===== src/rtl/dcache_pkg.sv =====
////////////////////////////////////////////////////////////
// data cache geometry, vector types and port structs
////////////////////////////////////////////////////////////

package dcache_pkg;

  // geometry
  localparam int unsigned DCACHE_SET_ASSOC = 4;
  localparam int unsigned DCACHE_NUM_SETS  = 16;
  localparam int unsigned DCACHE_NUM_BANKS = 2;
  localparam int unsigned DCACHE_TAG_WIDTH = 8;
  localparam int unsigned SIG_WIDTH        = 14;

  typedef logic [DCACHE_TAG_WIDTH-1:0]             tag_t;
  typedef logic [$clog2(DCACHE_NUM_SETS)-1:0]      set_idx_t;
  // byte offset in a line, top bit picks the bank
  typedef logic [$clog2(DCACHE_NUM_BANKS*8)-1:0]   line_off_t;
  typedef logic [$clog2(DCACHE_NUM_BANKS)-1:0]     bank_idx_t;
  typedef logic [63:0]                             word_t;
  typedef logic [7:0]                              word_be_t;
  typedef logic [DCACHE_NUM_BANKS*64-1:0]          line_t;
  typedef logic [DCACHE_NUM_BANKS*8-1:0]           line_be_t;
  typedef logic [DCACHE_SET_ASSOC-1:0]             way_oh_t;
  typedef logic [$clog2(DCACHE_SET_ASSOC)-1:0]     way_idx_t;
  typedef logic [DCACHE_NUM_BANKS-1:0]             bank_oh_t;
  typedef logic [SIG_WIDTH-1:0]                    sig_t;

  ////////////////////////////////////////////////////////////
  // port bundles
  ////////////////////////////////////////////////////////////

  typedef struct packed {
    set_idx_t  idx;
    line_off_t off;
    logic      tag_only;
    logic      prio;
  } rd_port_t;

  typedef struct packed {
    logic      vld;
    way_oh_t   we;
    set_idx_t  idx;
    line_off_t off;
    tag_t      tag;
    line_t     data;
    line_be_t  be;
    way_oh_t   vld_bits;
    logic      sig_we;
    way_idx_t  sig_way;
    sig_t      sig;
  } cl_wr_t;

  typedef struct packed {
    way_oh_t   req;
    set_idx_t  idx;
    line_off_t off;
    word_t     data;
    word_be_t  be;
  } word_wr_t;

  typedef struct packed {
    logic hit;
    logic miss;
    logic outcome;
    sig_t hit_sig;
    sig_t miss_sig;
    sig_t shct;
  } pred_t;

  // bank holding the word at this offset
  function automatic bank_idx_t bank_of(line_off_t off);
    return off[$bits(line_off_t)-1 -: $bits(bank_idx_t)];
  endfunction

  // one-hot way vector to way index
  function automatic way_idx_t way_oh2idx(way_oh_t oh);
    way_idx_t idx;
    idx = '0;
    for (int w = 0; w < DCACHE_SET_ASSOC; w++) begin
      if (oh[w]) begin
        idx = way_idx_t'(w);
      end
    end
    return idx;
  endfunction

endpackage


===== src/rtl/dcache_data_bank.sv =====
////////////////////////////////////////////////////////////
// one data bank, a 64-bit word per way and set
////////////////////////////////////////////////////////////

`timescale 1ns/1ps

module dcache_data_bank
  import dcache_pkg::*;
(
  input  logic                             clk_i,
  input  logic                             rst_ni,
  input  logic                             req_i,
  input  logic                             we_i,
  input  set_idx_t                         idx_i,
  input  word_be_t [DCACHE_SET_ASSOC-1:0]  be_i,
  input  word_t    [DCACHE_SET_ASSOC-1:0]  wdata_i,
  output word_t    [DCACHE_SET_ASSOC-1:0]  rdata_o
);

  word_t [DCACHE_SET_ASSOC-1:0] mem_q [DCACHE_NUM_SETS];

  // byte-masked write of every enabled way
  always_ff @(posedge clk_i) begin
    if (req_i && we_i) begin
      for (int w = 0; w < DCACHE_SET_ASSOC; w++) begin
        for (int b = 0; b < 8; b++) begin
          if (be_i[w][b]) begin
            mem_q[idx_i][w][8*b +: 8] <= wdata_i[w][8*b +: 8];
          end
        end
      end
    end
  end

  // read word held until the next read of this bank
  always_ff @(posedge clk_i or negedge rst_ni) begin
    if (!rst_ni) begin
      rdata_o <= '0;
    end else if (req_i && !we_i) begin
      rdata_o <= mem_q[idx_i];
    end
  end

endmodule


===== config.mk =====
export PLATFORM = sky130hd
export DESIGN_NAME = dcache_data_bank
export DESIGN_NICKNAME = d
export VERILOG_FILES = /design/src/rtl/dcache_pkg.sv /design/src/rtl/dcache_data_bank.sv
export SDC_FILE = /design/constraint.sdc
export NUM_CORES = 2
export LEC_CHECK = 0
export ABC_AREA = 0
export BUFFER_PORTS_ARGS = -buffer_cell sky130_fd_sc_hd__buf_2
export CAP_MARGIN = 30
export CORE_ASPECT_RATIO = 1.75
export CORE_MARGIN = 8
export CORE_UTILIZATION = 35
export DETAILED_ROUTE_END_ITERATION = 7
export SLEW_MARGIN = 20
export SYNTH_ARGS = -nofsm -noshare
export SYNTH_HDL_FRONTEND = slang
export SYNTH_SLANG_ARGS = --single-unit

===== constraint.sdc =====
create_clock -name clk_i -period 1.8 [get_ports clk_i]
set_input_delay 0.18 -clock clk_i [delete_from_list [all_inputs] [get_ports clk_i]]
set_output_delay 0.18 -clock clk_i [all_outputs]
set_load 0.005 [all_outputs]

==> results.cfg <==
[yosys]
synth_top_area_frac = 0.738
synth_compound_area_frac = 0.0467
ys_types = 26
netlist_area_um2 = 167000
dominantRegCellSynth = edfxtp_1
synthAdderAreaFrac = 0
postSynthAreaPerCell_um2 = 18.1
synth_common_cells = edfxtp_1, mux2i_1, nor2_1
synth_nets = 9518
synth-edff-count = 4096
syn_inst = 9222
synth_simple_gate_area_frac = 0.0306
synth_seq_cells = 4352
synth_top_cell_by_area = edfxtp_1
synth_xor_area_frac = 0
yosysMostFrequentCell = edfxtp_1
yosysWarnings = 0
ys_seq_area_frac = 0.776
synth_mux_area_frac = 0.127
synth-async-reset-ratio = 0.0588
synth_top_family_by_area = multiplexers
yosys-top-cells-area = edfxtp_1, mux2i_1, dfrtp_1, mux4_2, nor2_1

[clock_tree]
root_buffer = clkbuf_16
cts_inserted_buffers = 392
clk_path_buf_depth = 4
cts_max_level = 5
clock_sinks = 4352
cts_tree = built
insertion_delay_ns = 0.98
clk_pin_slew_ns = 0.07

[timing]
relSlewSlack = 0.528
maxSlewViolCount = 0
setup_violations = 2
rsz0062_at_grt = yes
period_minus_slack_ns = 1.83
period_share = 1.02
fin_skew_ns = 0.0647
clock.fmax_ghz = 0.546
hold_slack_ns = 0.162
hold_viol_final = 0
worst_pin_slew_ns = 0.708
setup_slack_ns = -0.0323

[worst_setup_path]
cp.depth = 10
critPathCaptureType = register
cp_num_buf_inv = 6
reg2reg_slack_ns = 0.22
critPathSlowestCell = dlygate4sd3_1
cp-start-kind = input port
path_max_fanout = 30
crit_required_ns = 2.64
reg2reg_from = mem_q[9][130]
crit_chain = dlygate4sd3_1, buf_8, nor2b_4, buf_12, buf_12, buf_12, buf_4, a221oi_1, o21ai_1, a31oi_1
cp.arrival_ns = 2.67
path_delay_family = buffers and inverters
r2r-end = rdata_o[130]
crit_type = input port to register
reg2regPathDepth = 3
worst_setup_path_startpoint = idx_i[1]
max_stage_delay_ns = 0.61
worstSetupEndpoint = rdata_o[116]
path_common_cell = buf_12

[pwr]
max-vdd-ir-drop_mv = 1.12
finalPower_mw = 215
clkPwrFrac = 0.403
p_switching_mw = 47.3
switching_share = 0.220
leakagePower_nw = 72.3
powerDensity_nw_per_um2 = 1040
power.internal_mw = 167
combPwrFrac = 0.069
pwr-share-seq = 0.529

[global_routing]
grt_pass1_wl_um = 698000
grt-ovfl-total = 0
grt_max_degree = 75
busiest_layer = met2
use_met1 = 0.218
grt_use_met2 = 0.360
grt_pass1_vias = 97600
gr-usage-all-layers = 0.192
use_met3 = 0.0299
grt_antenna_before_repair = 74

[floorplanning]
pin_count = 552
die_area_um2 = 499000
fp-row-count = 335
fp.dieH_um = 929
coreArea_um2 = 475000
fp.dieW_um = 538
initial_utilization = 0.351

[route]
drt-initial-drc-count = 6622
remaining_drc_errors = 0
vias = 93000
antenna_left = 0
wl_per_cell_um = 27.8
totalWireLength_um = 496000
first_pass_iters = 6
via_per_inst = 5.23

[hold_path]
hp-class = input port to register
hp-start = wdata_i[162]

[placed_design]
dpl_worst_slack_ns = -0.500
hpwlAfterDp_um = 346000
place_area_um2 = 189000
place_congestion = 0.814
io_buffers = 551

[final_layout]
area_growth_pct = 23.5
stdcell_area_um2 = 206000
drive_gt1_frac = 0.260
nets = 11500

[status]
violations = negative setup slack
status = complete, but fails checks

[flow_run]
cap_violations = 0
[cells by family (layout without fill, tap and decap cells)]
kind of cell | after synthesis | in the layout
buffers and inverters | 601 | 2915
and+or+nand+nor | 1305 | 1305
other | 0 | 31
AOI/OAI and AO/OA | 1172 | 1172
muxes | 1792 | 1792
DFF | 4352 | 4352
[routing by layer]
| layer | up-vias | routed length, um |
|---|---|---|
| li1 | 40600 | - |
| met1 | 48600 | 179000 |
| met2 | 2913 | 265000 |
| met3 | 893 | 27800 |
| met4 | 24 | 22700 |
| met5 | - | 154 |
[cell type report]
type	count	area (um2)
antenna	31	77.6
clock buffer	514	10700
clock inverter	208	2570
fill	41300	269000
multi-input combinational	4269	34800
sequential	4352	129000
tap	6234	7800
timing repair buffer	2193	20400
[worst min path at each step]
stage,end,cells past startpoint
finish,mem_q[3][162],2
global route,mem_q[15][162],2
CTS,mem_q[3][162],2
detailed placement,rdata_o[232],1
global placement,rdata_o[232],1
floorplan,rdata_o[0],0
[through the flow]
stage | setup TNS (ns) | instances | utilization
finish | -0.0389 | 17800 | 0.433
floorplan | -653.55 | 9222 | -
global route | -0.538 | 17800 | 0.433
detailed placement | -461.48 | 16700 | 0.397
CTS | -2.07 | 17800 | 0.433
global placement | -454.70 | 16700 | 0.397
[cell usage in the layout, fill, tap and decap left out, types with 48 or more instances in the layout]
master,count
dfrtp_2,64
dlygate4sd3_1,295
o22ai_1,512
buf_2,475
nand2_1,140
mux4_2,256
clkbuf_16,395
buf_4,1026
a31oi_1,256
nor2_2,110
o21ai_1,148
clkbuf_1,80
edfxtp_1,4096
clkinv_2,66
buf_12,325
dfrtp_1,192
a2bb2oi_1,108
a221oi_1,143
buf_6,67
mux2i_1,1536
nand3_1,108
nor2_1,885
bufinv_16,48
[repair_timing]
action,in CTS,in global routing
setup buffers,15,4
endpoints found under the hold margin,7939,0
resized for setup,150,5
hold buffers,296,0
pin swaps,0,1
setup endpoints to repair,96,25
[state kept, by name (all words and copies together), names as in the netlist]
register	flops
mem_q	4096
rdata_o	256
[power groups by stage]
stage / sequential, mW / clock [mW] / combinational (mW)
CTS: 114 / 87.9 / 14.9
global placement: 116 / 0 / 13.6
finish: 114 / 86.4 / 14.7
global route: 114 / 91.4 / 15.7
detailed placement: 116 / 0 / 13.8
floorplan: 115 / 0 / 6.04
Power figures use the tool's default switching activity.
