File: config.mk
export PLATFORM = sky130hd
export DESIGN_NAME = dcache_bank_ctrl
export DESIGN_NICKNAME = d
export VERILOG_FILES = /design/src/rtl/dcache_pkg.sv /design/src/rtl/dcache_bank_ctrl.sv
export SDC_FILE = /design/constraint.sdc
export NUM_CORES = 1
export LEC_CHECK = 0
export BUFFER_PORTS_ARGS = -buffer_cell sky130_fd_sc_hd__buf_4
export CAP_MARGIN = 20
export CORE_AREA = 3 3 340 342
export DETAILED_ROUTE_END_ITERATION = 8
export DIE_AREA = 0 0 343 345
export MAX_ROUTING_LAYER = met4
export PLACE_DENSITY = 0.34
export RECOVER_POWER = 100
export SYNTH_ARGS = -nofsm -noshare
export SYNTH_HDL_FRONTEND = slang
export SYNTH_SLANG_ARGS = --single-unit
export TNS_END_PERCENT = 30
File: constraint.sdc
create_clock -name vclk -period 1.4
set_input_delay 0 -clock vclk [all_inputs]
set_output_delay 0 -clock vclk [all_outputs]
set_load 0.02 [all_outputs]
File: src/rtl/dcache_pkg.sv
////////////////////////////////////////////////////////////
// data cache geometry, vector types and port structs
////////////////////////////////////////////////////////////

package dcache_pkg;

  // geometry
  localparam int unsigned DCACHE_SET_ASSOC = 4;
  localparam int unsigned DCACHE_NUM_SETS  = 16;
  localparam int unsigned DCACHE_NUM_BANKS = 2;
  localparam int unsigned DCACHE_TAG_WIDTH = 8;
  localparam int unsigned SIG_WIDTH        = 14;

  typedef logic [DCACHE_TAG_WIDTH-1:0]             tag_t;
  typedef logic [$clog2(DCACHE_NUM_SETS)-1:0]      set_idx_t;
  // byte offset in a line, top bit picks the bank
  typedef logic [$clog2(DCACHE_NUM_BANKS*8)-1:0]   line_off_t;
  typedef logic [$clog2(DCACHE_NUM_BANKS)-1:0]     bank_idx_t;
  typedef logic [63:0]                             word_t;
  typedef logic [7:0]                              word_be_t;
  typedef logic [DCACHE_NUM_BANKS*64-1:0]          line_t;
  typedef logic [DCACHE_NUM_BANKS*8-1:0]           line_be_t;
  typedef logic [DCACHE_SET_ASSOC-1:0]             way_oh_t;
  typedef logic [$clog2(DCACHE_SET_ASSOC)-1:0]     way_idx_t;
  typedef logic [DCACHE_NUM_BANKS-1:0]             bank_oh_t;
  typedef logic [SIG_WIDTH-1:0]                    sig_t;

  ////////////////////////////////////////////////////////////
  // port bundles
  ////////////////////////////////////////////////////////////

  typedef struct packed {
    set_idx_t  idx;
    line_off_t off;
    logic      tag_only;
    logic      prio;
  } rd_port_t;

  typedef struct packed {
    logic      vld;
    way_oh_t   we;
    set_idx_t  idx;
    line_off_t off;
    tag_t      tag;
    line_t     data;
    line_be_t  be;
    way_oh_t   vld_bits;
    logic      sig_we;
    way_idx_t  sig_way;
    sig_t      sig;
  } cl_wr_t;

  typedef struct packed {
    way_oh_t   req;
    set_idx_t  idx;
    line_off_t off;
    word_t     data;
    word_be_t  be;
  } word_wr_t;

  typedef struct packed {
    logic hit;
    logic miss;
    logic outcome;
    sig_t hit_sig;
    sig_t miss_sig;
    sig_t shct;
  } pred_t;

  // bank holding the word at this offset
  function automatic bank_idx_t bank_of(line_off_t off);
    return off[$bits(line_off_t)-1 -: $bits(bank_idx_t)];
  endfunction

  // one-hot way vector to way index
  function automatic way_idx_t way_oh2idx(way_oh_t oh);
    way_idx_t idx;
    idx = '0;
    for (int w = 0; w < DCACHE_SET_ASSOC; w++) begin
      if (oh[w]) begin
        idx = way_idx_t'(w);
      end
    end
    return idx;
  endfunction

endpackage

File: src/rtl/dcache_bank_ctrl.sv
////////////////////////////////////////////////////////////
// data bank request steering and word write ack
////////////////////////////////////////////////////////////

`timescale 1ns/1ps

module dcache_bank_ctrl
  import dcache_pkg::*;
(
  input  cl_wr_t   cl_wr_i,
  input  word_wr_t word_wr_i,
  input  logic     rd_vld_i,
  input  rd_port_t rd_port_i,
  output bank_oh_t bank_req_o,
  output bank_oh_t bank_we_o,
  output set_idx_t [DCACHE_NUM_BANKS-1:0] bank_idx_o,
  output word_be_t [DCACHE_NUM_BANKS-1:0][DCACHE_SET_ASSOC-1:0] bank_be_o,
  output word_t    [DCACHE_NUM_BANKS-1:0][DCACHE_SET_ASSOC-1:0] bank_wdata_o,
  output logic     wr_ack_o
);

  bank_idx_t rd_bank;
  bank_idx_t wr_bank;
  logic      cl_active;
  logic      rd_uses_bank;

  assign rd_bank      = bank_of(rd_port_i.off);
  assign wr_bank      = bank_of(word_wr_i.off);
  assign cl_active    = cl_wr_i.vld & (|cl_wr_i.we);
  // tag-only reads leave the data banks free
  assign rd_uses_bank = rd_vld_i & ~rd_port_i.tag_only;

  // word write refused on a line write or a bank clash with the read
  assign wr_ack_o = (|word_wr_i.req) & ~cl_wr_i.vld &
                    ~(rd_uses_bank & (rd_bank == wr_bank));

  always_comb begin
    bank_req_o = '0;
    bank_we_o  = '0;
    // banks not taken by a line write or a read use the word write index
    for (int k = 0; k < DCACHE_NUM_BANKS; k++) begin
      bank_idx_o[k] = word_wr_i.idx;
    end

    if (cl_active) begin
      // full line write occupies every bank
      bank_req_o = '1;
      bank_we_o  = '1;
      for (int k = 0; k < DCACHE_NUM_BANKS; k++) begin
        bank_idx_o[k] = cl_wr_i.idx;
      end
    end else begin
      if (rd_uses_bank) begin
        bank_req_o[rd_bank] = 1'b1;
        bank_idx_o[rd_bank] = rd_port_i.idx;
      end
      if (wr_ack_o) begin
        bank_req_o[wr_bank] = 1'b1;
        bank_we_o[wr_bank]  = 1'b1;
      end
    end
  end

  ////////////////////////////////////////////////////////////
  // byte enables and write data per bank and way
  ////////////////////////////////////////////////////////////

  for (genvar k = 0; k < DCACHE_NUM_BANKS; k++) begin : gen_bank
    for (genvar w = 0; w < DCACHE_SET_ASSOC; w++) begin : gen_way
      assign bank_be_o[k][w] =
        (cl_wr_i.vld & cl_wr_i.we[w]) ? cl_wr_i.be[k*8 +: 8] :
        (wr_ack_o & word_wr_i.req[w] & (wr_bank == bank_idx_t'(k))) ? word_wr_i.be :
        '0;

      assign bank_wdata_o[k][w] =
        (cl_wr_i.vld & cl_wr_i.we[w]) ? cl_wr_i.data[k*64 +: 64] : word_wr_i.data;
    end
  end

endmodule

==> key figures <==
Routing
  – Total Wirelength: 92,630 um
  – Post-route ant nets: 0
  – Routed vias: 13,250
  – Violation count after the first detailed-route iteration: 861
  – DRT Pass-1 Iters: 6
  – Vias/cell: 3.476
  – WL per Instance: 24.31 um
  – Drt drc: 0

Final layout
  – Commonest cells after routing, fill and taps aside: nand2_1, buf_4, clkbuf_2
  – Final cell count without fillers: 3,811
  – Sequential cell count: 0
  – Commonest non-fill, non-tap cell in the layout: nand2_1
  – Sequential cell area: 0 um2
  – # nets final: 2,591
  – Layout cell share with drive strength beyond 1: 30.98%
  – Clock buffer count: 0
  – Layout area overhead: 110.8%

Global routing
  – GR Overflow Total: 0
  – Gr usage total: 15.08%
  – Antenna violations before repair: 28
  – Largest net degree at the start of global routing: 47
  – Global-route wire length before repair: 121,000 um
  – Vias in the first global route: 13,100

Critical path
  – Top delay family on crit path: buffers and inverters
  – CP Max Fanout: 34
  – Top cell by count, worst path: nand2_1
  – CP Data Required Time: 1.40 ns
  – Crit-path slowest cell: buf_6
  – CP Launch Type: input port
  – CP Buf/Inv Count: 3
  – Crit path largest cell delay: 0.34 ns
  – CP endpoint kind: primary output
  – Crit path arrival time: 1.37 ns
  – Setup CP Type: input port to primary output
  – Cell Chain, Critical Path: buf_4 > nand2_4 > buf_6 > nand2_1 > nand2_1 > clkbuf_2

Synthesis
  – Yosys cell types: 22
  – Synth Net Count: 1,792
  – Post-synthesis xor/xnor area fraction: 0.1391%
  – Synth Area per Inst: 4.168 um2
  – Synth Area in Adders: 0%
  – Post-synthesis sequential area ratio: 0%
  – Cells after synthesis: 1,511
  – Cell Area, Synth: 6299 um2
  – Warnings, synthesis: 0
  – Combinational family with the most area after synthesis: simple AND/OR/NAND/NOR gates
  – Complex-gate fraction of the synthesized area: 11.60%
  – Mux share of post-synthesis cell area: 1.271%
  – Post-Synth Simple-Gate Area: 78.47%

Placed design
  – Port buffer count: 830
  – GPL Wtd Cong: 0.8767
  – Detailed Place HPWL: 82,030 um
  – Placed insts: 3,808

Floorplanning
  – Die Width: 343 um
  – Initial Util: 5.591%
  – # rows: 123
  – Die Height: 345 um
  – Core footprint: 112,700 um2
  – Die footprint: 118,300 um2
  – IO Pins: 870

Run status
  – Status: completed

Power
  – Peak supply drop: 0.0001336 V
  – PwrDens: 519.3 nW/um2
  – Leakage power: 7.556 nW
  – Total chip power: 6.893 mW

Job
  – Max_cap viols: 0

STA
  – Worst Tran Pin Value: 0.5485 ns
  – Final Hold Viols: 0
  – Crit share post-route: 97.76%
  – Endpoints failing setup: 0
  – Final min period: 1.369 ns
  – Max-slew violations: 0
  – Relative slew slack: 63.43%
  – RSZ-0062 raised after global routing: false
  – Max Clock Freq: 730.6 MHz

Clocking
  – # hold bufs at CTS: 0

Hold path
  – HP Class: input port to primary output
[power by group]
part	internal, mW	switching, mW	leakage (nW)
Clock	0.000000245	0	0.0000190
Sequential	0	0	0
Combinational	2.07	4.82	7.56
[logic make-up (layout without fill, tap and decap cells)]
| family | after synthesis | count (layout) |
|---|---|---|
| simple gates | 1304 | 1304 |
| buf+inv | 120 | 917 |
| other cells | 0 | 3 |
| mux | 8 | 8 |
| compound gates | 78 | 78 |
| xor+xnor | 1 | 1 |
[worst paths after layout]
| path | start | endpoint | slack (ns) | cells past startpoint |
|---|---|---|---|---|
| hold / removal | cl_wr_i[81] | bank_wdata_o[172] | 0.33 | 4 |
| setup / recovery | cl_wr_i[185] | bank_wdata_o[425] | 0.03 | 6 |
[per-layer routing]
| layer | GRT usage (%) | part of all wire, % | wire length (um) | vias up |
|---|---|---|---|---|
| met3 | 3.161 | 7.7 | 7148 | 89 |
| met5 | - | 0 | 0 | - |
| met4 | 1.075 | 1.6 | 1449 | 0 |
| met1 | 19.14 | 44 | 40580 | 6194 |
| met2 | 25.55 | 47 | 43450 | 669 |
| li1 | - | - | - | 6295 |
[stage by stage]
stage               utilization, %  setup slack [ns]  TNS [ns]  hold slack [ns]  cell area [um2]
floorplan                        -            0.2593         0           0.1659             6299
global placement             13.22          -0.06883  -0.06883           0.3275            14890
detailed placement           13.22          -0.03803  -0.03803           0.3284            14890
CTS                          13.22           0.04582         0           0.3284            14890
global route                 11.78          0.004925         0           0.3431            13270
finish                       11.78           0.03134         0           0.3323            13280
[cell type report]
type | instances | area [um2]
repair buffers | 914 | 5563
diodes | 3 | 7.507
fillers | 13820 | 99380
well taps | 1500 | 1877
multi-input cells | 1391 | 5817
inverters | 3 | 11.26
[Yosys cell counts (2+ instances only)]
cell type,instances,area [um2]
buf_1,36,135.1
nand2_1,1284,4820
a21oi_1,8,40.04
and2_1,4,25.02
o21ai_0,2,10.01
clkbuf_1,42,157.7
mux2i_1,8,80.08
buf_6,6,67.56
inv_1,2,7.510
and3_1,8,50.05
nor2_1,4,15.01
a32o_1,64,640.6
buf_2,33,165.2
o211ai_1,2,15.01
[timing repair]
item,CTS,global route
buffers inserted,0,0
hold endpoints to repair,0,0
cloned,0,0
setup endpoints to repair,1,2
gates resized for setup,1,1
No activity file was read; power rests on OpenSTA's default activity.
