--- src/rtl/dcache_pkg.sv ---
////////////////////////////////////////////////////////////
// data cache geometry, vector types and port structs
////////////////////////////////////////////////////////////

package dcache_pkg;

  // geometry
  localparam int unsigned DCACHE_SET_ASSOC = 4;
  localparam int unsigned DCACHE_NUM_SETS  = 16;
  localparam int unsigned DCACHE_NUM_BANKS = 2;
  localparam int unsigned DCACHE_TAG_WIDTH = 8;
  localparam int unsigned SIG_WIDTH        = 14;

  typedef logic [DCACHE_TAG_WIDTH-1:0]             tag_t;
  typedef logic [$clog2(DCACHE_NUM_SETS)-1:0]      set_idx_t;
  // byte offset in a line, top bit picks the bank
  typedef logic [$clog2(DCACHE_NUM_BANKS*8)-1:0]   line_off_t;
  typedef logic [$clog2(DCACHE_NUM_BANKS)-1:0]     bank_idx_t;
  typedef logic [63:0]                             word_t;
  typedef logic [7:0]                              word_be_t;
  typedef logic [DCACHE_NUM_BANKS*64-1:0]          line_t;
  typedef logic [DCACHE_NUM_BANKS*8-1:0]           line_be_t;
  typedef logic [DCACHE_SET_ASSOC-1:0]             way_oh_t;
  typedef logic [$clog2(DCACHE_SET_ASSOC)-1:0]     way_idx_t;
  typedef logic [DCACHE_NUM_BANKS-1:0]             bank_oh_t;
  typedef logic [SIG_WIDTH-1:0]                    sig_t;

  ////////////////////////////////////////////////////////////
  // port bundles
  ////////////////////////////////////////////////////////////

  typedef struct packed {
    set_idx_t  idx;
    line_off_t off;
    logic      tag_only;
    logic      prio;
  } rd_port_t;

  typedef struct packed {
    logic      vld;
    way_oh_t   we;
    set_idx_t  idx;
    line_off_t off;
    tag_t      tag;
    line_t     data;
    line_be_t  be;
    way_oh_t   vld_bits;
    logic      sig_we;
    way_idx_t  sig_way;
    sig_t      sig;
  } cl_wr_t;

  typedef struct packed {
    way_oh_t   req;
    set_idx_t  idx;
    line_off_t off;
    word_t     data;
    word_be_t  be;
  } word_wr_t;

  typedef struct packed {
    logic hit;
    logic miss;
    logic outcome;
    sig_t hit_sig;
    sig_t miss_sig;
    sig_t shct;
  } pred_t;

  // bank holding the word at this offset
  function automatic bank_idx_t bank_of(line_off_t off);
    return off[$bits(line_off_t)-1 -: $bits(bank_idx_t)];
  endfunction

  // one-hot way vector to way index
  function automatic way_idx_t way_oh2idx(way_oh_t oh);
    way_idx_t idx;
    idx = '0;
    for (int w = 0; w < DCACHE_SET_ASSOC; w++) begin
      if (oh[w]) begin
        idx = way_idx_t'(w);
      end
    end
    return idx;
  endfunction

endpackage

--- src/rtl/dcache_tag_array.sv ---
////////////////////////////////////////////////////////////
// tag and valid storage with the per-way hit compare
////////////////////////////////////////////////////////////

`timescale 1ns/1ps

module dcache_tag_array
  import dcache_pkg::*;
(
  input  logic     clk_i,
  input  logic     rst_ni,
  input  way_oh_t  req_i,
  input  logic     we_i,
  input  set_idx_t idx_i,
  input  tag_t     wtag_i,
  input  way_oh_t  wvld_i,
  input  logic     cmp_en_i,
  input  tag_t     rd_tag_i,
  output way_oh_t  vld_bits_o,
  output way_oh_t  hit_oh_o
);

  tag_t    [DCACHE_SET_ASSOC-1:0] tag_mem_q [DCACHE_NUM_SETS];
  way_oh_t                        vld_mem_q [DCACHE_NUM_SETS];

  tag_t    [DCACHE_SET_ASSOC-1:0] tag_rd_q;
  way_oh_t                        vld_rd_q;

  ////////////////////////////////////////////////////////////
  // tag storage
  ////////////////////////////////////////////////////////////

  always_ff @(posedge clk_i) begin
    for (int w = 0; w < DCACHE_SET_ASSOC; w++) begin
      if (req_i[w]) begin
        if (we_i) begin
          tag_mem_q[idx_i][w] <= wtag_i;
        end else begin
          tag_rd_q[w] <= tag_mem_q[idx_i][w];
        end
      end
    end
  end

  // valid bits start cleared
  always_ff @(posedge clk_i or negedge rst_ni) begin
    if (!rst_ni) begin
      vld_mem_q <= '{default: '0};
      vld_rd_q  <= '0;
    end else begin
      for (int w = 0; w < DCACHE_SET_ASSOC; w++) begin
        if (req_i[w]) begin
          if (we_i) begin
            vld_mem_q[idx_i][w] <= wvld_i[w];
          end else begin
            vld_rd_q[w] <= vld_mem_q[idx_i][w];
          end
        end
      end
    end
  end

  ////////////////////////////////////////////////////////////
  // hit compare against the tag of the following cycle
  ////////////////////////////////////////////////////////////

  assign vld_bits_o = vld_rd_q;

  for (genvar w = 0; w < DCACHE_SET_ASSOC; w++) begin : gen_cmp
    assign hit_oh_o[w] = cmp_en_i & vld_rd_q[w] & (tag_rd_q[w] == rd_tag_i);
  end

endmodule

--- config.mk ---
export PLATFORM = sky130hd
export DESIGN_NAME = dcache_tag_array
export DESIGN_NICKNAME = d
export VERILOG_FILES = /design/src/rtl/dcache_pkg.sv /design/src/rtl/dcache_tag_array.sv
export SDC_FILE = /design/constraint.sdc
export NUM_CORES = 1
export LEC_CHECK = 0
export ABC_CLOCK_PERIOD_IN_PS = 2000
export BUFFER_PORTS_ARGS = -buffer_cell sky130_fd_sc_hd__buf_4
export CORE_UTILIZATION = 54
export CTS_CLUSTER_SIZE = 20
export DETAILED_ROUTE_END_ITERATION = 8
export PLACE_DENSITY = 0.7
export SLEW_MARGIN = 10
export SYNTH_ARGS = -nofsm -noshare
export SYNTH_HDL_FRONTEND = slang
export SYNTH_SLANG_ARGS = --single-unit
--- constraint.sdc ---
create_clock -name clk_i -period 2 [get_ports clk_i]
set_input_delay 0.2 -clock clk_i [delete_from_list [all_inputs] [get_ports clk_i]]
set_output_delay 0.2 -clock clk_i [all_outputs]
set_load 0.02 [all_outputs]
==> flow_summary.toml <==
[status]
outcome = "finished with violations"
violations = "negative setup slack"

[synthesis]
synthesis.nets = 1118
syn_area_per_cell_sq_um = 22.08
ys_warn_count = 0
synthArstFlopShare_pct = 11.11
synthCells = 1086
synth_top_area_share_pct = 68.13
synth.largest_area_cell = "edfxtp_1"
synth_area_leaders = "edfxtp_1 (68%), mux4_2 (16%), dfrtp_1 (7.1%)"
synth_seq_cells = 612
synthesis.area_sq_um = 23980
yosysSeqAreaShare_pct = 75.23
synth_edf_count = 544
netlist-cell-type-count = 34
synth_ff_type = "edfxtp_1"

[place]
dp_hpwl_um = 31830
gp_congestion = 0.8513
place.port_buffers = 39

[critical_path]
rrSetupSlack_ns = 0.35
crit_fanout = 1
reg2reg_from = "tag_mem_q[10][2]"
cp-start-kind = "flop"
end_kind = "output pin"
worstPathRequired_ns = 1.80
crit_type = "reg -> out"
regToRegEndpoint = "tag_rd_q[2]"
cp.arrival_ns = 1.98
reg2reg_depth = 2

[detailed_routing]
postRouteAntennaNets = 0
wl_per_cell_um = 27.33
via_count = 11370
drt_iter0_markers = 1039
viasPerCell = 6.022
drt-pass1-iter-count = 7
drc_errors = 0
drt_wl_total_um = 51610

[floorplanning]
die_x_um = 212.7
rows = 76
fp.dieH_um = 212.7
ios = 40
start_util_pct = 55.17
core-area_sq_um = 43460
dieArea_sq_um = 45250

[clocking]
htree_levels = 2
cts.sinks = 612
cts_buffer_depth = 3
clk_pin_slew_ns = 0.07
cts_root_buffer = "clkbuf_16"
clk_latency_ns = 0.61
postCtsSetupBuffers = 0
cts_tree = "built"
cts_buffers = 57

[grt]
antenna_found_initial = 0
grt_first_pass_wirelength_um = 76850
track_usage_pct = 24.11
grt_pass1_vias = 11930
gr-total-overflow = 0
grt_max_degree = 65

[pwr]
p_sw_share_pct = 20.83
peakVddDrop_mv = 0.7185
p_switching_mw = 5.673
seq_power_share_pct = 53.5
pwr-share-comb_pct = 6.4
pwr_density_cell_nw_per_um2 = 974.5
clkPwrFrac_pct = 40.1
p_leak_nw = 9.433
power.internal_mw = 21.56
power.total_mw = 27.23

[worst_hold_path]
min_to = "vld_bits_o[2]"
holdCritPathClass = "in -> reg"
hp-start = "req_i[2]"
whs_path_depth = 3

[timing]
fin_crit_ns = 2.184
max-slew-margin-rel_pct = 52.20
drv_slew = 0
worst_hold_slack_ns = 0.05789
rsz0062_at_grt = "yes"
fin_skew_ns = 0.02121
setup_slack_ns = -0.1844
worst_pin_slew_ns = 0.7170
max_freq_ghz = 0.4578
fin_tns_setup_ns = -0.2687
final-setup-viol-count = 2
hold_viol = 0
finalCritPeriodShare_pct = 109.2

[layout]
layout_common_cells = "edfxtp_1 (544), mux4_2 (168), buf_4 (126)"
area_growth_pct = 16.54
mostFrequentLayoutCell = "edfxtp_1"
antenna_cells = 0
fillers = 2819
fin_nets = 1287
drive_gt1_share_pct = 32.46

[flow_run]
drv_cap = 0
## state kept, by name (all words and copies together), names as in the netlist
| register | count |
|---|---|
| tag_mem_q | 512 |
| vld_bits_o | 4 |
| tag_rd_q | 32 |
| vld_mem_q | 64 |
## per-stage QoR
stage | utilization [%] | cells | worst slack [ns] | instance area, sq um
floorplan | - | 1086 | 0.07125 | 23980
global placement | 59.73 | 1776 | 0.002773 | 25950
detailed placement | 59.73 | 1776 | -0.01513 | 25950
CTS | 64.25 | 1888 | -0.2810 | 27920
global route | 64.30 | 1888 | -0.2959 | 27940
finish | 64.30 | 1888 | -0.1844 | 27940
## cell families (layout without fill, tap and decap cells)
family	Yosys count	in the layout	share of synthesized area, %
AOI/OAI and AO/OA	17	17	0.4853
xor gates and xnor gates	32	32	1.169
buffers and inverters	53	270	1.362
DFF	612	612	75.23
muxes	248	248	19.47
and+or+nand+nor	124	124	2.286
## per-layer routing
metal  vias up  track usage (%)  wire length, um
li1       4851                -                -
met4         0            7.467             1309
met1      6054            33.88            21270
met5         -                0                0
met2       392            38.73            25460
met3        73            4.618             3575
## worst max-delay path by stage
stage / end / from / slack (ns)
2_1_floorplan: tag_rd_q[10] / idx_i[1] / 0.07
3_3_place_gp: tag_rd_q[25] / idx_i[0] / 0.003
3_5_place_dp: tag_rd_q[27] / idx_i[0] / -0.02
4_1_cts: hit_oh_o[1] / tag_rd_q[13] / -0.28
5_1_grt: hit_oh_o[1] / tag_rd_q[13] / -0.30
6_report: hit_oh_o[1] / tag_rd_q[13] / -0.18
## critical path, stage by stage (launching register included)
cell and delay, ns:
edfxtp_1 0.39, xor2_1 0.17, nor4_2 0.25, nand4_1 0.16
nor4_2 0.22, buf_4 0.20
## layout make-up
| class | instances | area (sq um) | share of cell area [%] |
|---|---|---|---|
| sequential | 612 | 18040 | 64.55 |
| multi-input combinational | 421 | 5652 | 20.23 |
| timing repair buffer | 163 | 1623 | 5.808 |
| clock buffer | 78 | 1597 | 5.714 |
| tap | 585 | 732.0 | 2.619 |
| clock inverter | 29 | 302.8 | 1.084 |
## power groups by stage
stage	Sequential (mW)	Clock [mW]	Combinational [mW]
final	14.6	10.9	1.75
after CTS	14.6	11.1	1.78
after detailed placement	14.8	0	1.76
after global routing	14.6	11.5	1.89
after global placement	14.8	0	1.71
after floorplan	14.8	0	1.05
## Yosys cell counts, types with 5 or more instances
cell,instances
edfxtp_1,544
mux4_2,168
nor2_1,74
dfrtp_1,68
mux2_1,64
clkbuf_1,25
xnor2_1,18
buf_2,17
nand2_1,14
xor2_1,14
mux2i_1,13
nand3_1,11
nor2b_1,7
o22ai_1,6
nand4_1,5
## repair_timing
item / 4_1_cts / 5_1_grt
hold endpoints to repair: 132 / 0
gates resized for setup: 3 / 3
pin swaps: 1 / 1
hold buffers: 5 / 0
setup endpoints to repair: 3 / 3
Power figures use the tool's default switching activity.
