===== config.mk =====
export PLATFORM = sky130hd
export DESIGN_NAME = reuse_sig_table
export DESIGN_NICKNAME = d
export VERILOG_FILES = /design/src/rtl/dcache_pkg.sv /design/src/rtl/reuse_sig_table.sv
export SDC_FILE = /design/constraint.sdc
export NUM_CORES = 2
export LEC_CHECK = 0
export ABC_CLOCK_PERIOD_IN_PS = 3100
export BUFFER_PORTS_ARGS = -buffer_cell sky130_fd_sc_hd__buf_2
export CAP_MARGIN = 20
export CORE_UTILIZATION = 62
export DETAILED_ROUTE_END_ITERATION = 8
export PLACE_DENSITY = 0.83
export SYNTH_ARGS = -nofsm -noshare
export SYNTH_HDL_FRONTEND = slang
export SYNTH_SLANG_ARGS = --single-unit

===== constraint.sdc =====
create_clock -name clk_i -period 3.1 [get_ports clk_i]
set_clock_uncertainty 0.1 [all_clocks]
set_input_delay 0.31 -clock clk_i [delete_from_list [all_inputs] [get_ports clk_i]]
set_output_delay 0.31 -clock clk_i [all_outputs]
set_load 0.01 [all_outputs]

===== src/rtl/dcache_pkg.sv =====
////////////////////////////////////////////////////////////
// data cache geometry, vector types and port structs
////////////////////////////////////////////////////////////

package dcache_pkg;

  // geometry
  localparam int unsigned DCACHE_SET_ASSOC = 4;
  localparam int unsigned DCACHE_NUM_SETS  = 16;
  localparam int unsigned DCACHE_NUM_BANKS = 2;
  localparam int unsigned DCACHE_TAG_WIDTH = 8;
  localparam int unsigned SIG_WIDTH        = 14;

  typedef logic [DCACHE_TAG_WIDTH-1:0]             tag_t;
  typedef logic [$clog2(DCACHE_NUM_SETS)-1:0]      set_idx_t;
  // byte offset in a line, top bit picks the bank
  typedef logic [$clog2(DCACHE_NUM_BANKS*8)-1:0]   line_off_t;
  typedef logic [$clog2(DCACHE_NUM_BANKS)-1:0]     bank_idx_t;
  typedef logic [63:0]                             word_t;
  typedef logic [7:0]                              word_be_t;
  typedef logic [DCACHE_NUM_BANKS*64-1:0]          line_t;
  typedef logic [DCACHE_NUM_BANKS*8-1:0]           line_be_t;
  typedef logic [DCACHE_SET_ASSOC-1:0]             way_oh_t;
  typedef logic [$clog2(DCACHE_SET_ASSOC)-1:0]     way_idx_t;
  typedef logic [DCACHE_NUM_BANKS-1:0]             bank_oh_t;
  typedef logic [SIG_WIDTH-1:0]                    sig_t;

  ////////////////////////////////////////////////////////////
  // port bundles
  ////////////////////////////////////////////////////////////

  typedef struct packed {
    set_idx_t  idx;
    line_off_t off;
    logic      tag_only;
    logic      prio;
  } rd_port_t;

  typedef struct packed {
    logic      vld;
    way_oh_t   we;
    set_idx_t  idx;
    line_off_t off;
    tag_t      tag;
    line_t     data;
    line_be_t  be;
    way_oh_t   vld_bits;
    logic      sig_we;
    way_idx_t  sig_way;
    sig_t      sig;
  } cl_wr_t;

  typedef struct packed {
    way_oh_t   req;
    set_idx_t  idx;
    line_off_t off;
    word_t     data;
    word_be_t  be;
  } word_wr_t;

  typedef struct packed {
    logic hit;
    logic miss;
    logic outcome;
    sig_t hit_sig;
    sig_t miss_sig;
    sig_t shct;
  } pred_t;

  // bank holding the word at this offset
  function automatic bank_idx_t bank_of(line_off_t off);
    return off[$bits(line_off_t)-1 -: $bits(bank_idx_t)];
  endfunction

  // one-hot way vector to way index
  function automatic way_idx_t way_oh2idx(way_oh_t oh);
    way_idx_t idx;
    idx = '0;
    for (int w = 0; w < DCACHE_SET_ASSOC; w++) begin
      if (oh[w]) begin
        idx = way_idx_t'(w);
      end
    end
    return idx;
  endfunction

endpackage


===== src/rtl/reuse_sig_table.sv =====
////////////////////////////////////////////////////////////
// reuse predictor signature and outcome arrays
////////////////////////////////////////////////////////////

`timescale 1ns/1ps

module reuse_sig_table
  import dcache_pkg::*;
(
  input  logic     clk_i,
  input  logic     rst_ni,
  input  cl_wr_t   cl_wr_i,
  input  way_oh_t  hit_oh_i,
  input  set_idx_t hit_idx_i,
  output pred_t    pred_o
);

  sig_t    [DCACHE_SET_ASSOC-1:0] sig_q [DCACHE_NUM_SETS];
  way_oh_t                        outcome_q [DCACHE_NUM_SETS];

  way_idx_t hit_way;
  logic     any_hit;

  assign hit_way = way_oh2idx(hit_oh_i);
  assign any_hit = |hit_oh_i;

  ////////////////////////////////////////////////////////////
  // storage
  ////////////////////////////////////////////////////////////

  always_ff @(posedge clk_i or negedge rst_ni) begin
    if (!rst_ni) begin
      sig_q     <= '{default: '0};
      outcome_q <= '{default: '0};
    end else begin
      // a refill stores the new signature, outcome not yet reused
      if (cl_wr_i.sig_we) begin
        sig_q[cl_wr_i.idx][cl_wr_i.sig_way]     <= cl_wr_i.sig;
        outcome_q[cl_wr_i.idx][cl_wr_i.sig_way] <= 1'b0;
      end
      // placed last so a hit on the same entry wins
      for (int w = 0; w < DCACHE_SET_ASSOC; w++) begin
        if (hit_oh_i[w]) begin
          outcome_q[hit_idx_i][w] <= 1'b1;
        end
      end
    end
  end

  ////////////////////////////////////////////////////////////
  // predictor outputs
  ////////////////////////////////////////////////////////////

  always_comb begin
    pred_o      = '0;
    pred_o.hit  = any_hit;
    pred_o.miss = cl_wr_i.sig_we;

    if (any_hit) begin
      pred_o.hit_sig = sig_q[hit_idx_i][hit_way];
    end

    // old entry being replaced, plus the incoming signature
    if (cl_wr_i.sig_we) begin
      pred_o.miss_sig = sig_q[cl_wr_i.idx][cl_wr_i.sig_way];
      pred_o.outcome  = outcome_q[cl_wr_i.idx][cl_wr_i.sig_way];
      pred_o.shct     = cl_wr_i.sig;
    end
  end

endmodule


==> flow_summary.json <==
{
  "status": "finished with violations",
  "failed_checks": "DRC, setup timing",
  "yosys-top-cells-count": "dfrtp_1, mux2_2, mux4_2",
  "syn-num-nets": 3465,
  "area_growth_pct": 14.4,
  "dp.cells": 4350,
  "grt-ovfl-total": 0,
  "yosysSeqAreaShare_pct": 47.2,
  "max_freq_mhz": 309,
  "avgRoutedWirePerCell_um": 33.9,
  "yosysTopAreaCell": "dfrtp_1",
  "grt_max_degree": 85,
  "track_usage_pct": 38.0,
  "power.density_nw_per_um2": 597,
  "final_cells": 4548,
  "grt_antenna_before_repair": 5,
  "syn_avg_cell_area_um2": 15.6,
  "synth_top_area_share_pct": 47.2,
  "peakVddDrop_uv": 544,
  "start_util_pct": 62.9,
  "r2r_cells": 2,
  "viasPerCell": 7.42,
  "ys_warn_count": 0,
  "synthArstFlopShare_pct": 100,
  "met3_length_mm": 17.5,
  "first_iter_violations": 4202,
  "layout-drive-gt1-share_pct": 57.5,
  "cts.sinks": 960,
  "cts_tree": "built",
  "worst-endpoint-arrival_ps": 2820,
  "grt_pass1_wl_mm": 231,
  "path_clk_slew_ps": 70,
  "worstReg2RegEnd": "sig_q[70]$_DFFE_PN0P_",
  "core_um2": 80800,
  "synthTopCellsByArea": "dfrtp_1, mux4_2, mux2_2",
  "min_path_cells": 2,
  "fin_ws_ps": -133,
  "hp-class": "input pin to flop",
  "drc": 12,
  "die_area_um2": 83200,
  "reg2reg_setup_slack_ps": 2090,
  "io_buffer_count": 75,
  "hold_path_end": "sig_q[238]$_DFFE_PN0P_",
  "drt-total-wl_mm": 154,
  "min_from": "cl_wr_i[0]",
  "final.fill_count": 4765,
  "p_leak_nw": 26.2,
  "clockRootBuffer": "clkbuf_16",
  "clockBufferDepth": 3,
  "gp_congestion": 0.910,
  "rows": 104,
  "criticalPathCategory": "flop to output port",
  "via_count": 33700,
  "synth_edf_count": 0,
  "dp_hpwl_mm": 99.2,
  "route.met2.wl_mm": 72.2,
  "die_w_um": 288,
  "synth-seq-cells": 960,
  "worst_pin_slew_ps": 843,
  "maxSlewHeadroom_pct": 43.6,
  "worstPathMaxFanout": 3,
  "critPathLaunchType": "flop",
  "hold_viol": 0,
  "grt_pass1_vias": 35600,
  "syn-instance-count": 3269,
  "synth.most_common_cell": "dfrtp_1",
  "setup_viol": 12,
  "dr.pass1.iters": 9,
  "postLayoutCoreUtil_pct": 72.0,
  "multiInputGateArea_um2": 25400,
  "cap_viol_max_count": 0,
  "h-tree-depth": 3,
  "nets": 3604,
  "m1WireLength_mm": 55.3,
  "syn_area_um2": 50900,
  "routed.top_layer": "met5",
  "io_pins": 241,
  "crit_required_ps": 2690,
  "rr_startpoint": "sig_q[70]$_DFFE_PN0P_",
  "rsz0062_at_grt": "yes",
  "fin_crit_sh_pct": 104,
  "antenna_left": 0,
  "cts_buffers": 99,
  "regArea_um2": 24000,
  "yosys.cell_types.count": 42,
  "endpoint_kind": "output port",
  "period_minus_slack_ps": 3230,
  "drv_slew": 0,
  "synth_flop_cell": "dfrtp_1",
  "die_y_um": 288,
  "insertion_delay_ps": 670
}
-- cells by family (layout without fill, tap and decap cells) --
kind of cell	Yosys count	count (layout)	share of synthesized area (%)
flops	960	960	47.2
other cells	0	2	0
simple gates	275	275	2.49
compound gates	191	191	2.41
mux	1496	1496	44.6
buf+inv	347	564	3.22
-- placed cells by master (no fill, tap or decap), drive strengths merged, types with 11 or more instances in the layout --
| master | count |
|---|---|
| clkinv | 15 |
| mux2i | 65 |
| nand2 | 159 |
| mux4 | 527 |
| o221ai | 18 |
| clkbuf | 147 |
| bufinv | 13 |
| nor2b | 12 |
| and2 | 20 |
| a22oi | 27 |
| inv | 12 |
| o21ai | 72 |
| a31oi | 15 |
| dfrtp | 960 |
| o22ai | 26 |
| buf | 368 |
| mux2 | 904 |
| nor2 | 36 |
| a211o | 11 |
| nand2b | 20 |
-- report_power, final --
part	total, mW	switching, mW	internal [mW]	leakage, nW
Sequential	15.6	1.34	14.3	12.6
Combinational	6.21	2.64	3.57	11.8
Clock	12.9	5.09	7.82	1.74
Total	34.7	9.06	25.7	26.2
-- worst max path at each step --
stage                            from         end  slack, ps  cells after the start
2_1_floorplan            hit_idx_i[1]  pred_o[28]        560                      8
5_1_grt        sig_q[411]$_DFFE_PN0P_  pred_o[19]       -160                      5
4_1_cts         sig_q[19]$_DFFE_PN0P_  pred_o[19]        -80                      5
3_5_place_dp             hit_idx_i[0]  pred_o[34]        -40                      9
3_3_place_gp             hit_idx_i[0]  pred_o[34]        -40                      7
6_report       sig_q[258]$_DFFE_PN0P_  pred_o[20]       -130                      5
-- timing repair --
action,CTS,global route
hold buffers,4,0
resized for setup,22,16
setup endpoints to repair,17,18
endpoints found under the hold margin,105,0
gates cloned,0,1
pin swaps,11,9
setup buffers,12,0
-- stage by stage --
| step | cell area (um^2) | total power [mW] | worst slack (ps) | setup TNS (ps) | hold WS, ps |
|---|---|---|---|---|---|
| after floorplan | 50900 | 19.6 | 559 | 0 | -85.6 |
| after global placement | 54300 | 21.2 | -44.3 | -44.3 | 249 |
| after detailed placement | 54300 | 21.7 | -35.5 | -53.4 | 260 |
| after CTS | 58000 | 34.6 | -79.0 | -294 | 20.5 |
| after global routing | 58200 | 35.7 | -161 | -630 | 72.3 |
| final | 58200 | 34.7 | -133 | -519 | 49.6 |
-- area by class of cell --
cell class / instances / area share [%]
multi-input combinational: 1962 / 43.6
sequential: 960 / 41.3
timing repair buffer: 373 / 6.64
clock buffer: 146 / 5.21
tap: 1060 / 2.28
clock inverter: 33 / 0.865
inverter: 12 / 0.0817
antenna: 2 / 0.00860
-- registers in the layout, summed over array words and instances, names as in the netlist --
name       cells
outcome_q     64
sig_q        896
-- routing by layer --
metal | global-route usage, % | up-vias
met5 | 0 | -
met4 | 20.6 | 4
met3 | 10.0 | 590
met2 | 58.1 | 2350
met1 | 50.3 | 17900
li1 | - | 12900
-- worst max-delay path, stage by stage, from the launching register on --
cell and delay, ps:
dfrtp_1 390, mux4_2 480, mux4_2 560, a22oi_1 370, o21ai_2 180, buf_2 180
(Power assumes the default switching activity.)
