## src/rtl/dcache_port_arbiter.sv

```systemverilog
////////////////////////////////////////////////////////////
// read port arbiter with priority masking and round-robin
////////////////////////////////////////////////////////////

`timescale 1ns/1ps

module dcache_port_arbiter #(
  parameter int unsigned NumPorts = 3,
  localparam int unsigned IdxW    = (NumPorts > 1) ? $clog2(NumPorts) : 1
) (
  input  logic                clk_i,
  input  logic                rst_ni,
  input  logic [NumPorts-1:0] req_i,
  input  logic [NumPorts-1:0] prio_i,
  input  logic                block_i,
  output logic [NumPorts-1:0] gnt_o,
  output logic                gnt_vld_o,
  output logic [IdxW-1:0]     gnt_idx_o
);

  logic [NumPorts-1:0] req_prio;
  logic [NumPorts-1:0] req_masked;
  logic [IdxW-1:0]     rr_d, rr_q;
  logic [IdxW-1:0]     sel_idx;
  logic                sel_found;

  // high priority requests hide all low priority ones
  assign req_prio   = req_i & prio_i;
  assign req_masked = (|req_prio) ? req_prio : req_i;

  // first remaining requester at or after the pointer
  always_comb begin
    int unsigned cand;
    sel_found = 1'b0;
    sel_idx   = '0;
    for (int unsigned i = 0; i < NumPorts; i++) begin
      cand = (rr_q + i) % NumPorts;
      if (!sel_found && req_masked[cand]) begin
        sel_found = 1'b1;
        sel_idx   = IdxW'(cand);
      end
    end
  end

  always_comb begin
    gnt_o = '0;
    if (sel_found && !block_i) begin
      gnt_o[sel_idx] = 1'b1;
    end
  end

  assign gnt_vld_o = sel_found & ~block_i;
  assign gnt_idx_o = sel_idx;

  // pointer moves past the winner, wraps at the last port
  assign rr_d = (sel_idx == IdxW'(NumPorts - 1)) ? '0 : sel_idx + 1'b1;

  always_ff @(posedge clk_i or negedge rst_ni) begin
    if (!rst_ni) begin
      rr_q <= '0;
    end else if (gnt_vld_o) begin
      rr_q <= rr_d;
    end
  end

endmodule

```

## config.mk

```make
export PLATFORM = sky130hd
export DESIGN_NAME = dcache_port_arbiter
export DESIGN_NICKNAME = d
export VERILOG_FILES = /design/src/rtl/dcache_port_arbiter.sv
export SDC_FILE = /design/constraint.sdc
export NUM_CORES = 1
export LEC_CHECK = 0
export ABC_AREA = 1
export BUFFER_PORTS_ARGS = -buffer_cell sky130_fd_sc_hd__buf_2
export CORE_AREA = 2 2 39 41
export DETAILED_ROUTE_END_ITERATION = 8
export DIE_AREA = 0 0 41 43
export GPL_TIMING_DRIVEN = 0
export PLACE_DENSITY = 0.69
export SYNTH_ARGS = -nofsm -noshare
export SYNTH_HDL_FRONTEND = slang
export SYNTH_SLANG_ARGS = --single-unit
export TNS_END_PERCENT = 50
```

## constraint.sdc

```tcl
create_clock -name clk_i -period 1.6 [get_ports clk_i]
set_input_delay 0 -clock clk_i [delete_from_list [all_inputs] [get_ports clk_i]]
set_output_delay 0 -clock clk_i [all_outputs]
set_load 0.03 [all_outputs]
```

==> results of run 1 <==
-- layout make-up --
cell class / instances / area share (%)
inverters: 12 / 7.29
clock buffers: 3 / 3.28
flip-flops and latches: 2 / 7.29
repair buffers: 20 / 19.7
multi-input cells: 58 / 59.6
well taps: 16 / 2.91
-- worst reg2reg max path: cells and delay by family (launching register included) --
kind	cells	cell delay [ns]
fa+ha+maj	1	0.21
buf+inv	3	0.29
compound gates	1	0.13
simple gates	6	0.57
flops	1	0.42
-- power by group through the flow --
| stage | Sequential [mW] | Combinational [mW] | Clock (mW) |
|---|---|---|---|
| 5_1_grt | 0.102 | 1.62 | 0.118 |
| 2_1_floorplan | 0.0902 | 0.857 | 0 |
| 3_5_place_dp | 0.0954 | 1.07 | 0 |
| 6_report | 0.0993 | 1.49 | 0.107 |
| 3_3_place_gp | 0.0937 | 1.06 | 0 |
| 4_1_cts | 0.0992 | 1.36 | 0.113 |
-- cell usage in the layout, fill, tap and decap left out --
master	n
nand2_4	3
buf_6	2
inv_2	3
inv_4	2
clkbuf_4	3
nor2_2	2
buf_4	7
inv_1	7
dfrtp_1	2
nand2_2	10
nor2_4	1
ha_4	2
dlygate4sd3_1	1
o21ai_1	2
nor2_1	1
nand4_1	4
buf_2	10
nand3_1	10
a21oi_1	2
nand3_2	8
nand2_1	12
ha_2	1
-- worst paths after layout --
path,to,slack (ns),cells past startpoint
max,gnt_o[0],-0.26,13
min in group clk_i,rr_q[1],0.15,4
min,rr_q[1],0.09,2
max in group asynchronous,rr_q[0],1.41,2
min reg2reg,rr_q[0],0.58,2
max reg2reg,rr_q[1],-0.09,11
-- metal layers --
layer  global-route usage (%)  vias to the layer above  wire, µm
met3                     3.14                        2        40
met5                        0                        -         0
met2                     26.6                       11       684
li1                         -                      284         -
met1                     15.1                      238       448
met4                     8.00                        0        20
-- cell families after synthesis --
family / after synthesis / synth area share (%)
simple gates: 51 / 65.0
buf+inv: 12 / 10.3
compound gates: 4 / 4.58
fa+ha+maj: 3 / 8.60
flops: 2 / 11.5
-- timing repair --
item,in CTS,in global routing
setup endpoints to repair,8,8
setup buffers,4,1
hold buffers,1,0
resized for setup,19,7
gates cloned,0,0
endpoints found under the hold margin,2,0
pin swaps,10,5
==> impl_results.md, run 1 <==
* Crit path kind: flop to primary output
* Cells along the critical path: buf_6 -> ha_4 -> inv_4 -> nand3_2 -> nand3_2 -> nand2_4 -> nand3_2 -> nand2_2 -> nand2_2 -> nor2_2 -> nand2_1 -> inv_2 -> buf_6
* Root Buffer: clkbuf_4
* Largest regs: rr_q x2
* Area fraction of the dominant cell type after synthesis at 17.2%
* Vias in the first global route at ~460
* Post-layout nets at between 100 and 150
* Area of the mapped netlist at 437 µm²
* GR Overflow Total at 0
* CTS clk-pin slew, worst paths at 0.03 ns
* Drt total wl at 1190 µm
* Fraction of registers with async set/reset at 100%
* Pins Over Slew Limit at 0
* CP top delay family: simple AND/OR/NAND/NOR gates
* Final Core Density at 49.6%
* Setup ws final at -0.262 ns
* Row Count at 14
* Clock share of power at 6.3%
* Kind of start point of the critical path: flop
* Post-synth EDFFs at 0
* Crit path buf inv count at 4
* Fin crit share at 116%
* Layout cells sized above 1 at 56.8%
* Finished Cell Area at a little under 700 µm²
* Mean post-synth cell area at 6.06 µm²
* Core area at 0.00138 mm²
* Final GP Congestion at 0.719
* CTS tree: done
* Routed len/inst at about 11 µm
* Area contributors post-synth: nand3_1 (17%), nand2_1 (14%), dfrtp_1 (11%)
* Sw Share at 56.5%
* Layout Cells excl Fill at 111
* Worst r2r src: rr_q[0]
* Vias per inst at slightly below 5
* Top reg by flops: rr_q
* Most frequent cell after synthesis: nand2_1
* Initial Utilization at between 30% and 40%
* Largest area contributor in the netlist: nand3_1
* Rel. slew slack at 88.6%
* Pwr Density at 2470 mW/mm²
* Buffers on Ports at 14
* Syn Inst Count at 72
* Seq pwr share at approximately 5.8%
* Final setup viols at 8
* Hold_ws at 0.0906 ns
* First-pass GRT wire length at 1790 µm
* Pre-CTS worst setup slack at -0.193 ns
* Pin count of the biggest net entering global routing at 7
* Final Hold Viols at 0
* Max Clock Freq at 0.537 GHz
* Post-route ant nets at 0
* Max_cap viols at 0
* Fillcell total at about 140
* Critical path fanouts, max at 4
* CP startpoint: rr_q[1]
* Initial antenna violation count at 0
* Cts bufs inserted at 3
* Pint at 740 µW
* Total power at 1.70 mW
* Leading cell types by count after synthesis: nand2_1 (16), nand3_1 (15), inv_1 (12), nand2_2 (7), nand4_1 (4)
* Placement Cell Area at about 530 µm²
* Via Count at 535
* RSZ-0062 raised after global routing: true
* Max rail drop VDD at 1.66 mV
* Clock Skew at 0.00182 ns
* Crit-path max cell delay at approximately 0.38 ns
* Clk_lat worst skew at 0.22 ns
* Status: complete, but fails checks
* Slowest CP cell: dfrtp_1
* Fin crit period at between 1.5 and 2 ns
* Iter 0 DRT Violations at 6
* Sequential-to-total area share from yosys stat at between 10 and 15%
* Mapped Nets at 84
* Area Growth Syn to Fin at 57.3%
* Seq. cell area at 50.0 µm²
* # clock sinks at 2
* Die footprint at 0.00176 mm²
* Max reg flops at 2
* Lkg Pwr at 0.365 nW
* Die Ht at between 40 and 50 µm
* Die width at 41 µm
* TNS Setup at -1.31 ns
* Data required time of the critical path at 1.60 ns
* Sw Pwr at 960 µW
* Boundary Pins at 15
* Tot GR Track Use at about 15%
* Worst Setup End Kind: primary output
* Cell mode on critical path: nand3_2
* Synth warn at 0
* Least-Margin Pin Slew at 0.170 ns
* Netlist cell types at 14
* Htree depth at 1
* Multi-input logic area at 409 µm²
* Hpwl dp at roughly 760 µm
* Drt first pass iters at 4
* HP Class: input pin to async pin
* Max clock buf depth at 2
* Failing checks: setup timing
* Antenna Cells at 0
* Dpl cells at 102
* Primary FF master, synth: dfrtp_1
* Residual DRC at 0
* Logic pwr share at 87.9%
* Yosys reg bits at 2
* Worst Path Arrival at 1.86 ns
(Power assumes the default switching activity.)
==> inputs of run 2 (changes only) <==
--- a/config.mk
+++ b/config.mk
@@ -5,13 +5,13 @@
 export SDC_FILE = /design/constraint.sdc
 export NUM_CORES = 1
 export LEC_CHECK = 0
-export ABC_AREA = 1
+export ABC_AREA = 0
 export BUFFER_PORTS_ARGS = -buffer_cell sky130_fd_sc_hd__buf_2
 export CORE_AREA = 2 2 39 41
 export DETAILED_ROUTE_END_ITERATION = 8
 export DIE_AREA = 0 0 41 43
 export GPL_TIMING_DRIVEN = 0
-export PLACE_DENSITY = 0.69
+export PLACE_DENSITY = 0.67
 export SYNTH_ARGS = -nofsm -noshare
 export SYNTH_HDL_FRONTEND = slang
 export SYNTH_SLANG_ARGS = --single-unit
==> run 2 against run 1 <==
Against the previous run: the run still ends with setup timing left; register-to-register slack worse by 0.26 ns; total power up 23%; critical endpoint unchanged; core utilization increased by 5.6 points; critical path depth fell by 5; area after synthesis decreased by 5.4%; sequential cell count stayed put; largest cell class unchanged; highest routed layer is now met3; wire length is 19% higher; clock power increased by 5%; via count down 2.6%; clock-buffer cell count stayed put; global-route usage increased by 2.5 points.
==> impl_results.md, run 2 <==
* Die width at 41 µm
* Logic pwr share at 88.4%
* Commonest non-fill, non-tap cells in the layout: buf_4 (9), buf_2 (8), buf_6 (7)
* Commonest non-fill, non-tap cell in the layout: buf_4
* GR Overflow Total at 0
* Die Ht at between 40 and 50 µm
* Yosys reg bits at 2
* Least-Margin Pin Slew at about 0.37 ns
* Vias in the first global route at 523
* Data required time of the critical path at approximately 1.6 ns
* Mean post-synth cell area at 8.26 µm²
* Rel. slew slack at 75.3%
* Area fraction of the dominant cell type after synthesis at 12.1%
* Critical path fanouts, max at 5
* Max_cap viols at 0
* Sequential-to-total area share from yosys stat at 12.1%
* Row Count at 14
* Netlist cell types at 24
* Largest regs: rr_q x2
* Total power at about 2.1 mW
* Primary FF master, synth: dfrtp_1
* CTS clk-pin slew, worst paths at 0.03 ns
* First-pass GRT wire length at about 2100 µm
* Placement Cell Area at 562 µm²
* RSZ-0062 raised after global routing: true
* Sw Share at approximately half
* Iter 0 DRT Violations at 15
* CTS tree: done
* Htree depth at 1
* Post-synth EDFFs at 0
* Crit path kind: flop to primary output
* # clock sinks at 2
* Clock share of power at around 5.3%
* Via Count at 521
* Finished Cell Area at 764 µm²
* Hold_ws at between 0.09 and 0.1 ns
* Worst Setup End Kind: primary output
* Boundary Pins at 15
* Max Clock Freq at 0.485 GHz
* Synth warn at 0
* Pre-CTS worst setup slack at -0.494 ns
* Antenna Cells at 0
* Core area at 0.00138 mm²
* Post-layout nets at 91
* Status: complete, but fails checks
* Vias per inst at 5.60
* Final GP Congestion at 0.762
* Final Hold Viols at 0
* Leading cell types by count after synthesis: inv_1 (7), a21oi_1 (5)
* Area Growth Syn to Fin at 85.2%
* Max clock buf depth at 2
* HP Class: input pin to async pin
* Area contributors post-synth: dfrtp_1 (12%), ha_1 (9.1%), a221oi_4 (6.4%)
* Root Buffer: clkbuf_4
* Area of the mapped netlist at 413 µm²
* Tot GR Track Use at 17.5%
* Largest area contributor in the netlist: dfrtp_1
* Kind of start point of the critical path: flop
* Setup ws final at -0.462 ns
* Fraction of registers with async set/reset at 100%
* Pin count of the biggest net entering global routing at 8
* Layout cells sized above 1 at 68.8%
* Pins Over Slew Limit at 0
* Routed len/inst at 15.3 µm
* Final setup viols at 8
* Pwr Density at 2740 mW/mm²
* Final Core Density at 55.2%
* Mapped Nets at 62
* Top reg by flops: rr_q
* Cts bufs inserted at 3
* Max reg flops at 2
* Drt total wl at 1420 µm
* Syn Inst Count at 50
* Sw Pwr at 1.02 mW
* Clock Skew at 0.00436 ns
* Most frequent cell after synthesis: inv_1
* Buffers on Ports at 14
* Hpwl dp at 874 µm
* Seq pwr share at between 6 and 7%
* Drt first pass iters at 4
* Initial antenna violation count at 0
* Post-route ant nets at 0
* Pint at around 1.1 mW
* Residual DRC at 0
* Initial Utilization at 29.8%
* Fin crit period at ~2.1 ns
* Failing checks: setup timing
* Clk_lat worst skew at about 0.22 ns
* Worst Path Arrival at 2.06 ns
* Fin crit share at 129%
* Max rail drop VDD at ~1.2 mV
* Die footprint at around 0.0018 mm²
* Fillcell total at 121
* Lkg Pwr at roughly 0.32 nW
[run 2: changes by cell type in the layout (fill, tap and decap cells not counted), moves of 3 or more]
cell | previous run | this run
buf_6 | 2 | 7
nand4_1 | 4 | 0
nand3_2 | 8 | 0
nand2_1 | 12 | 1
a22oi_1 | 0 | 3
o211ai_1 | 0 | 3
inv_1 | 7 | 3
nand3_1 | 10 | 0
nand2_4 | 3 | 0
o21ai_2 | 0 | 3
nand2_2 | 10 | 0
[run 2: metal layers]
layer	wire, µm	up-vias	track usage, %
met2	769	16	28.4
met3	75	0	0
met4	0	0	8.67
li1	-	254	-
met1	579	251	22.6
met5	0	-	0
[run 2: kinds of logic after synthesis]
kind of cell / after synthesis / synth area share (%)
buffers and inverters: 8 / 7.58
multiplexers: 2 / 4.85
AO/OA/AOI/OAI: 27 / 56.1
AND/OR/NAND/NOR: 8 / 10.3
adder cells (fa/ha/maj): 3 / 9.09
flip-flops: 2 / 12.1
[run 2: stage by stage]
stage / std cells / setup TNS, ns
2_1_floorplan: 50 / -1.96
3_5_place_dp: 80 / -3.56
3_3_place_gp: 80 / -3.43
5_1_grt: 93 / -3.86
6_report: 93 / -3.18
4_1_cts: 90 / -3.63
[run 2: cell type report]
type / instances / area, µm² / area share [%]
multi-input cells: 40 / 447 / 58.4
repair buffers: 25 / 196 / 25.7
flip-flops and latches: 2 / 52.6 / 6.87
inverters: 7 / 26.3 / 3.44
clock buffers: 3 / 22.5 / 2.95
well taps: 16 / 20.0 / 2.62
[run 2: final timing paths]
check                      startpoint        to  slack (ns)  cells past startpoint
hold / removal                 rst_ni   rr_q[1]        0.09                      2
min in group clk_i            block_i   rr_q[0]        0.13                      2
max in group asynchronous      rst_ni   rr_q[0]        1.39                      2
setup / recovery              rr_q[0]  gnt_o[0]       -0.46                      8
setup reg to reg              rr_q[0]   rr_q[0]       -0.35                      8
hold reg to reg               rr_q[0]   rr_q[0]        0.61                      1
[run 2: power by group through the flow]
stage               combinational [mW]  sequential, mW  clock [mW]
global placement                  1.26           0.108           0
detailed placement                1.28           0.109           0
floorplan                         1.05          0.0994           0
global route                      1.96           0.137       0.119
finish                            1.85           0.132       0.112
CTS                               1.73           0.129       0.117
[run 2: critical path, stage by stage (launching register included)]
cell,delay [ns]
dfrtp_2,0.41
inv_2,0.08
ha_4,0.28
o211ai_1,0.12
a21oi_2,0.22
a221oi_4,0.07
buf_6,0.15
a221oi_4,0.32
buf_6,0.18
[run 2: timing repair]
item	4_1_cts	5_1_grt
gates resized for setup	26	3
setup buffers	6	4
pin swaps	7	7
endpoints found under the setup margin	8	8
endpoints found under the hold margin	2	0
hold buffers	1	0
